<file path="src/rtl/bus_pkg.sv">
package bus_pkg;

    // Bus geometry
    localparam int NUM_DEVICES   = 8;
    localparam int DEV_IDX_WIDTH = 3;
    localparam int BUS_WIDTH     = 32;

    // Top address bits name the target device
    localparam int ADDR_SEL_LSB  = 29;

    // Control word field widths
    localparam int BURST_WIDTH   = 3;
    localparam int RSVD_WIDTH    = 3;

    // Control word carried on ctrl_in and ctrl_out
    typedef struct packed {
        logic [RSVD_WIDTH-1:0]  reserved;
        logic [BURST_WIDTH-1:0] burst;
        logic                   we;
        logic                   wait_flag;
    } bus_ctrl_t;

    // Transfer sequencer states
    typedef enum logic [2:0] {
        ST_IDLE,
        ST_GRANT,
        ST_ADDR,
        ST_SLAVE_ACK,
        ST_BUSY,
        ST_FINISH
    } bus_state_e;

    // Owner of the routed bus word or ack
    typedef enum logic {
        SRC_MASTER,
        SRC_SLAVE
    } route_sel_e;

endpackage

</file>
<file path="src/rtl/req_arbiter.sv">
`timescale 1ns/10ps

module req_arbiter
    import bus_pkg::*;
(
    input  logic                        clk,
    input  logic                        reset,
    input  logic [NUM_DEVICES-1:0]      req,
    input  logic                        arb_capture,
    input  bus_ctrl_t [NUM_DEVICES-1:0] ctrl_in,
    output logic [NUM_DEVICES-1:0]      grant,
    output logic                        we,
    output logic [BURST_WIDTH-1:0]      burst,
    output logic                        initiator_active
);

    logic [NUM_DEVICES-1:0] lowest_req;
    logic [1:0]             capture_dly;
    bus_ctrl_t              master_ctrl;

    // Isolate the lowest set request bit
    assign lowest_req = req & (~req + 1'b1);

    // Control word of the latched master
    always_comb begin
        master_ctrl = '0;
        for (int i = 0; i < NUM_DEVICES; i++) begin
            if (grant[i]) begin
                master_ctrl = master_ctrl | ctrl_in[i];
            end
        end
    end

    always_ff @(posedge clk) begin
        if (reset) begin
            grant       <= '0;
            capture_dly <= '0;
            we          <= 1'b0;
            burst       <= '0;
        end else begin
            capture_dly <= {capture_dly[0], arb_capture};
            if (arb_capture) begin
                grant <= lowest_req;
            end
            // Attributes are taken in the address phase, while the master drives them
            if (capture_dly[1]) begin
                we    <= master_ctrl.we;
                burst <= master_ctrl.burst;
            end
        end
    end

    // Master still holds its request
    assign initiator_active = |(req & grant);

endmodule

</file>
<file path="src/rtl/addr_translator.sv">
`timescale 1ns/10ps

module addr_translator
    import bus_pkg::*;
(
    input  logic                   clk,
    input  logic                   reset,
    input  logic [BUS_WIDTH-1:0]   virt_addr,
    input  logic                   slave_capture,
    input  logic                   slave_clear,
    output logic [BUS_WIDTH-1:0]   phys_addr,
    output logic [NUM_DEVICES-1:0] slave_sel
);

    logic [DEV_IDX_WIDTH-1:0] dev_idx;
    logic [NUM_DEVICES-1:0]   dev_onehot;

    assign dev_idx = virt_addr[ADDR_SEL_LSB +: DEV_IDX_WIDTH];

    // Strip the device field, keep the offset inside the device
    always_comb begin
        phys_addr = virt_addr;
        phys_addr[ADDR_SEL_LSB +: DEV_IDX_WIDTH] = '0;
    end

    always_comb begin
        dev_onehot          = '0;
        dev_onehot[dev_idx] = 1'b1;
    end

    // Clear wins over capture
    always_ff @(posedge clk) begin
        if (reset || slave_clear) begin
            slave_sel <= '0;
        end else if (slave_capture) begin
            slave_sel <= dev_onehot;
        end
    end

endmodule

</file>
<file path="src/rtl/bus_router.sv">
`timescale 1ns/10ps

module bus_router
    import bus_pkg::*;
(
    input  logic                                   clk,
    input  logic                                   reset,
    input  logic [NUM_DEVICES-1:0][BUS_WIDTH-1:0]  bus_in,
    input  bus_ctrl_t [NUM_DEVICES-1:0]            ctrl_in,
    input  logic [NUM_DEVICES-1:0]                 grant,
    input  logic [NUM_DEVICES-1:0]                 slave_sel,
    input  route_sel_e                             ack_src,
    input  route_sel_e                             data_src,
    input  logic                                   ack_en,
    input  logic                                   addr_phase,
    input  logic                                   hold_addr,
    input  logic                                   force_ctrl,
    input  logic                                   we,
    input  logic [BURST_WIDTH-1:0]                 burst,
    input  logic [BUS_WIDTH-1:0]                   phys_addr,
    output logic [BUS_WIDTH-1:0]                   sel_word,
    output logic [NUM_DEVICES-1:0]                 ack,
    output logic [BUS_WIDTH-1:0]                   bus_out,
    output bus_ctrl_t                              ctrl_out
);

    logic [NUM_DEVICES-1:0] data_sel;
    logic [BUS_WIDTH-1:0]   prev_bus;
    bus_ctrl_t              routed_ctrl;

    always_comb begin
        if (!ack_en) begin
            ack = '0;
        end else if (ack_src == SRC_SLAVE) begin
            ack = slave_sel;
        end else begin
            ack = grant;
        end
    end

    assign data_sel = (data_src == SRC_SLAVE) ? slave_sel : grant;

    // One-hot AND-OR muxes; the control word follows the acked device
    always_comb begin
        sel_word    = '0;
        routed_ctrl = '0;
        for (int i = 0; i < NUM_DEVICES; i++) begin
            if (data_sel[i]) begin
                sel_word = sel_word | bus_in[i];
            end
            if (ack[i]) begin
                routed_ctrl = routed_ctrl | ctrl_in[i];
            end
        end
    end

    // Replay keeps the address on the bus while the slave is first acked
    always_comb begin
        if (hold_addr) begin
            bus_out = prev_bus;
        end else if (addr_phase) begin
            bus_out = phys_addr;
        end else begin
            bus_out = sel_word;
        end
    end

    always_comb begin
        if (force_ctrl) begin
            ctrl_out           = '0;
            ctrl_out.burst     = burst;
            ctrl_out.we        = we;
            ctrl_out.wait_flag = 1'b1;
        end else begin
            ctrl_out = routed_ctrl;
        end
    end

    always_ff @(posedge clk) begin
        if (reset) begin
            prev_bus <= '0;
        end else begin
            prev_bus <= bus_out;
        end
    end

endmodule

</file>
<file path="src/rtl/bus_sequencer.sv">
`timescale 1ns/10ps

module bus_sequencer
    import bus_pkg::*;
(
    input  logic                   clk,
    input  logic                   reset,
    input  logic [NUM_DEVICES-1:0] req,
    input  logic                   initiator_active,
    input  logic                   we,
    output bus_state_e             state,
    output logic                   arb_capture,
    output logic                   slave_capture,
    output logic                   slave_clear,
    output route_sel_e             ack_src,
    output route_sel_e             data_src,
    output logic                   ack_en,
    output logic                   addr_phase,
    output logic                   hold_addr,
    output logic                   force_ctrl
);

    bus_state_e next_state;
    route_sel_e xfer_src;

    // Write data comes from the master, read data from the slave
    assign xfer_src = we ? SRC_MASTER : SRC_SLAVE;

    always_ff @(posedge clk) begin
        if (reset) begin
            state <= ST_IDLE;
        end else begin
            state <= next_state;
        end
    end

    always_comb begin
        next_state = state;
        case (state)
            ST_IDLE: begin
                if (req != '0) begin
                    next_state = ST_GRANT;
                end
            end
            ST_GRANT:     next_state = ST_ADDR;
            ST_ADDR:      next_state = ST_SLAVE_ACK;
            ST_SLAVE_ACK: next_state = ST_BUSY;
            ST_BUSY: begin
                // Master ends the transfer by dropping its request
                if (!initiator_active) begin
                    next_state = ST_FINISH;
                end
            end
            ST_FINISH:    next_state = ST_IDLE;
            default:      next_state = ST_IDLE;
        endcase
    end

    always_comb begin
        arb_capture   = 1'b0;
        slave_capture = 1'b0;
        slave_clear   = 1'b0;
        ack_src       = SRC_MASTER;
        data_src      = SRC_MASTER;
        ack_en        = 1'b0;
        addr_phase    = 1'b0;
        hold_addr     = 1'b0;
        force_ctrl    = 1'b0;
        case (state)
            ST_IDLE: begin
                arb_capture = (req != '0);
            end
            ST_GRANT: begin
                ack_en = 1'b1;
            end
            ST_ADDR: begin
                ack_en        = 1'b1;
                addr_phase    = 1'b1;
                slave_capture = 1'b1;
            end
            ST_SLAVE_ACK: begin
                ack_en     = 1'b1;
                ack_src    = SRC_SLAVE;
                hold_addr  = 1'b1;
                force_ctrl = 1'b1;
            end
            ST_BUSY: begin
                ack_en   = 1'b1;
                ack_src  = SRC_SLAVE;
                data_src = xfer_src;
            end
            ST_FINISH: begin
                data_src    = xfer_src;
                slave_clear = 1'b1;
            end
            default: begin
                slave_clear = 1'b1;
            end
        endcase
    end

endmodule

</file>
<file path="src/rtl/bus_controller.sv">
`timescale 1ns/10ps

module bus_controller
    import bus_pkg::*;
(
    input  logic                                  clk,
    input  logic                                  reset,
    input  logic [NUM_DEVICES-1:0]                req,
    input  bus_ctrl_t [NUM_DEVICES-1:0]           ctrl_in,
    input  logic [NUM_DEVICES-1:0][BUS_WIDTH-1:0] bus_in,
    output logic [NUM_DEVICES-1:0]                ack,
    output bus_ctrl_t                             ctrl_out,
    output logic [BUS_WIDTH-1:0]                  bus_out
);

    logic [NUM_DEVICES-1:0] grant;
    logic [NUM_DEVICES-1:0] slave_sel;
    logic                   we;
    logic [BURST_WIDTH-1:0] burst;
    logic                   initiator_active;
    logic [BUS_WIDTH-1:0]   sel_word;
    logic [BUS_WIDTH-1:0]   phys_addr;
    logic                   arb_capture;
    logic                   slave_capture;
    logic                   slave_clear;
    route_sel_e             ack_src;
    route_sel_e             data_src;
    logic                   ack_en;
    logic                   addr_phase;
    logic                   hold_addr;
    logic                   force_ctrl;

    req_arbiter arbiter_i (
        .clk              (clk),
        .reset            (reset),
        .req              (req),
        .arb_capture      (arb_capture),
        .ctrl_in          (ctrl_in),
        .grant            (grant),
        .we               (we),
        .burst            (burst),
        .initiator_active (initiator_active)
    );

    addr_translator translator_i (
        .clk           (clk),
        .reset         (reset),
        .virt_addr     (sel_word),
        .slave_capture (slave_capture),
        .slave_clear   (slave_clear),
        .phys_addr     (phys_addr),
        .slave_sel     (slave_sel)
    );

    bus_router router_i (
        .clk        (clk),
        .reset      (reset),
        .bus_in     (bus_in),
        .ctrl_in    (ctrl_in),
        .grant      (grant),
        .slave_sel  (slave_sel),
        .ack_src    (ack_src),
        .data_src   (data_src),
        .ack_en     (ack_en),
        .addr_phase (addr_phase),
        .hold_addr  (hold_addr),
        .force_ctrl (force_ctrl),
        .we         (we),
        .burst      (burst),
        .phys_addr  (phys_addr),
        .sel_word   (sel_word),
        .ack        (ack),
        .bus_out    (bus_out),
        .ctrl_out   (ctrl_out)
    );

    bus_sequencer sequencer_i (
        .clk              (clk),
        .reset            (reset),
        .req              (req),
        .initiator_active (initiator_active),
        .we               (we),
        .state            (),
        .arb_capture      (arb_capture),
        .slave_capture    (slave_capture),
        .slave_clear      (slave_clear),
        .ack_src          (ack_src),
        .data_src         (data_src),
        .ack_en           (ack_en),
        .addr_phase       (addr_phase),
        .hold_addr        (hold_addr),
        .force_ctrl       (force_ctrl)
    );

endmodule

</file>
<file path="config.mk">
export PLATFORM = sky130hd
export DESIGN_NAME = bus_controller
export DESIGN_NICKNAME = d
export VERILOG_FILES = /design/src/rtl/bus_pkg.sv /design/src/rtl/req_arbiter.sv /design/src/rtl/addr_translator.sv /design/src/rtl/bus_router.sv /design/src/rtl/bus_sequencer.sv /design/src/rtl/bus_controller.sv
export SDC_FILE = /design/constraint.sdc
export NUM_CORES = 1
export LEC_CHECK = 0
export CAP_MARGIN = 20
export CORE_AREA = 5 5 143 145
export DETAILED_ROUTE_END_ITERATION = 8
export DIE_AREA = 0 0 148 150
export DONT_BUFFER_PORTS = 1
export GPL_TIMING_DRIVEN = 0
export PLACE_DENSITY = 0.42
export SKIP_CTS_REPAIR_TIMING = 1
export SLEW_MARGIN = 20
export SYNTH_ARGS = -nofsm -noshare
export SYNTH_HDL_FRONTEND = slang
export SYNTH_SLANG_ARGS = --single-unit
</file>
<file path="constraint.sdc">
create_clock -name clk -period 3.6 [get_ports clk]
set_input_delay 0 -clock clk [delete_from_list [all_inputs] [get_ports clk]]
set_output_delay 0 -clock clk [all_outputs]
set_load 0.01 [all_outputs]
</file>
==> summary.md <==
| Metric | Value |
|---|---|
| Vias per Instance | 6.58 |
| Syn Nets | 995 |
| Area leader, netlist | dfxtp_1 |
| Pin count of the biggest net entering global routing | 11 |
| Top_reg_cell synth | dfxtp_1 |
| Core ar. | 19,100 um^2 |
| Nets@finish | 1,019 |
| Seq pwr share | 31.2% |
| Initial antenna violation count | 4 |
| Area delta synth->final | 16.1% |
| FFs w/ async S/R, synth | 0% |
| Crit path capture type | output pin |
| Layout cells sized above 1 | 5.76% |
| Sequential element share of the synthesized area | 24.0% |
| Gr ovfl total | 0 |
| CP Data Arrival Time | 3.38 ns |
| Worst skew pair latency | 0.33 ns |
| Initial cell density of the core | 24.9% |
| Most frequent cells in the layout | 152 x nand2_1, 66 x a22oi_1, 57 x dfxtp_1 |
| Post-layout util | 28.9% |
| Status | complete, but fails checks |
| Largest stage delay on the critical path | 0.68 ns |
| Max Fclk | 296 MHz |
| Sw frac | 32.9% |
| Post-Synthesis Cells | 665 |
| Synth area leaders | dfxtp_1 24%, nand2_1 12%, a22oi_1 10%, and3_1 7.0%, a311oi_1 5.3% |
| Synth unique cells | 48 |
| Clock tree from TritonCTS | yes |
| Port Buffers | 0 |
| Final GP Congestion | 0.891 |
| Die Span X | 148 um |
| Max Slew Vio Count | 0 |
| DRT Pass-1 Iters | 7 |
| Netlist Area Pre-Place | 4750 um^2 |
| Type of origin of the critical path | register |
| Detailed placement HPWL | 23.4 mm |
| Net Switching | 0.000752 W |
| Fin Clk Skew | 0.00897 ns |
| Comb power frac | 27.2% |
| Least-Margin Pin Slew | 1.01 ns |
| Starting DRC count in detailed routing | 531 |
| Slowest CP cell | buf_1 |
| First-pass GRT wire length | 39.5 mm |
| Setup TNS | 0 ns |
| DR DRC count | 0 |
| Failing checks | hold timing |
| Die Y | 150 um |
| Synthesized flop and latch total | 57 |
| Antenna-violating nets left | 0 |
| Die ar. | 22,200 um^2 |
| Yosys top cell area share | 24.0% |
| FILL cells | 2,103 |
| Final min period | 3.38 ns |
| Root buffer cell | clkbuf_16 |
| Max-cap violation count | 0 |
| Final Cycle Share | 93.8% |
| TritonCTS buffer count | 9 |
| Vias in the first global route | 6,091 |
| Worst VDD drop | 0.202 mV |
| Required @ worst endpoint | 3.60 ns |
| Clock sink total | 57 |
| Row count | 51 |
| # IOs | 378 |
| Hold Path Class | input pin to register |
| Kind of critical path | register to output pin |
| Synth warn | 0 |
| Crit-path cells | clkbuf_1 -> mux2_2 -> buf_2 -> buf_1 -> a22oi_1 -> and3_1 -> a31oi_1 |
| RSZ-0062 raised after global routing | false |
| Final Hold Viols | 4 |
| Post-synth EDFFs | 0 |
| Worst Path Max Fanout | 10 |
| Slew Limit Headroom | 32.3% |
| Commonest non-fill, non-tap cell in the layout | nand2_1 |
| H-tree depth | 3 |
| Min Hold Slack | -0.0214 ns |
| Clk pin slew, worst setup/hold paths | 0.06 ns |
| Via count | 6,148 |
| CTS Buffer Depth | 2 |
| Clock Power Share | 41.6% |
| PwrDens | 414 nW/um^2 |
| Number of setup violations in the final report | 0 |
| Cell Int Power | 0.00153 W |
| Global Route Usage Sum | 24.1% |
| Post-Route WL | 29.1 mm |
| Pleak | 1.71 nW |
| DR WL/cell | 31.2 um |
| Syn avg cell area | 7.14 um^2 |
-- synth_stat cells, drive strengths merged (3+ instances only) --
cell and number:
nor3b 4, o31ai 10, a222oi 12, o21ai 9
a22oi 66, a311oi 29, a21oi 15, mux2 8
nand2 152, nor3 5, nor2 48, buf 12
a221oi 8, nor2b 3, a211oi 5, clkbuf 44
a21boi 24, a22o 10, nand3 14, mux2i 11
a31oi 32, dfxtp 57, and3 53, a2111oi 11
a41oi 4
-- per-layer routing --
| layer | wire length, um | global-route usage (%) | vias up |
|---|---|---|---|
| met5 | 27 | 0 | - |
| met4 | 864 | 10.2 | 4 |
| met3 | 2750 | 6.24 | 66 |
| met2 | 14100 | 40.4 | 453 |
| met1 | 11400 | 29.3 | 2991 |
| li1 | - | - | 2634 |
-- stage by stage --
step                      setup WS, ns  instance area [um^2]  power (W)  cells
after floorplan                   1.42                  4750    0.00114    665
after global placement           0.698                  5050    0.00132    903
after detailed placement         0.596                  5050    0.00133    903
after CTS                        0.212                  5380    0.00229    919
after global routing             0.167                  5510    0.00239    934
final                            0.224                  5510    0.00228    934
-- kinds of logic after synthesis --
| logic type | count (synthesis) | share of synthesized area [%] |
|---|---|---|
| and+or+nand+nor | 290 | 27.9 |
| AOI/OAI and AO/OA | 240 | 38.4 |
| buffers and inverters | 58 | 5.29 |
| DFF | 57 | 24.0 |
| muxes | 19 | 4.21 |
| xor gates and xnor gates | 1 | 0.184 |
-- worst max-delay path: cells and delay by family (launching register included) --
kind	cells	cell delay [ns]
buffers and inverters	3	1.54
muxes	1	0.29
DFF	1	0.33
and+or+nand+nor	1	0.26
AOI/OAI and AO/OA	2	0.61
-- worst paths after layout --
check / slack [ns] / endpoint / cells after the start / from
worst max-delay path: 0.22 / bus_out[16] / 7 / arbiter_i.grant[3]$_SDFFE_PP0P_
worst min register to register: 0.44 / arbiter_i.capture_dly[1]$_SDFF_PP0_ / 1 / arbiter_i.capture_dly[0]$_SDFF_PP0_
worst min-delay path: -0.02 / sequencer_i.state[0]$_SDFFE_PP0P_ / 3 / req[5]
worst max register to register: 0.56 / router_i.prev_bus[16]$_SDFF_PP0_ / 7 / arbiter_i.grant[3]$_SDFFE_PP0P_
-- cell type report --
type,instances,area (um^2),share of cell area (%)
sequential,57,1140,20.7
multi-input combinational,550,3360,60.9
timing repair buffer,13,130,2.36
antenna,2,5.00,0.0908
buffer,56,244,4.42
clock inverter,5,77.6,1.41
tap,238,298,5.40
inverter,2,7.51,0.136
clock buffer,11,253,4.58
-- power groups by stage --
stage | Combinational, W | Sequential (W) | Clock (W)
after floorplan | 0.000424 | 0.000719 | 0
after CTS | 0.000607 | 0.000713 | 0.000970
final | 0.000622 | 0.000713 | 0.000949
after global placement | 0.000596 | 0.000724 | 0
after detailed placement | 0.000606 | 0.000726 | 0
after global routing | 0.000669 | 0.000717 | 0.00100
-- registers in the layout, indices dropped and copies added (netlist names) --
register	cells
arbiter_i.capture_dly	2
arbiter_i.burst	3
translator_i.slave_sel	8
arbiter_i.we	1
sequencer_i.state	3
arbiter_i.grant	8
router_i.prev_bus	32
Note: power is estimated with default switching activity, not from simulation.
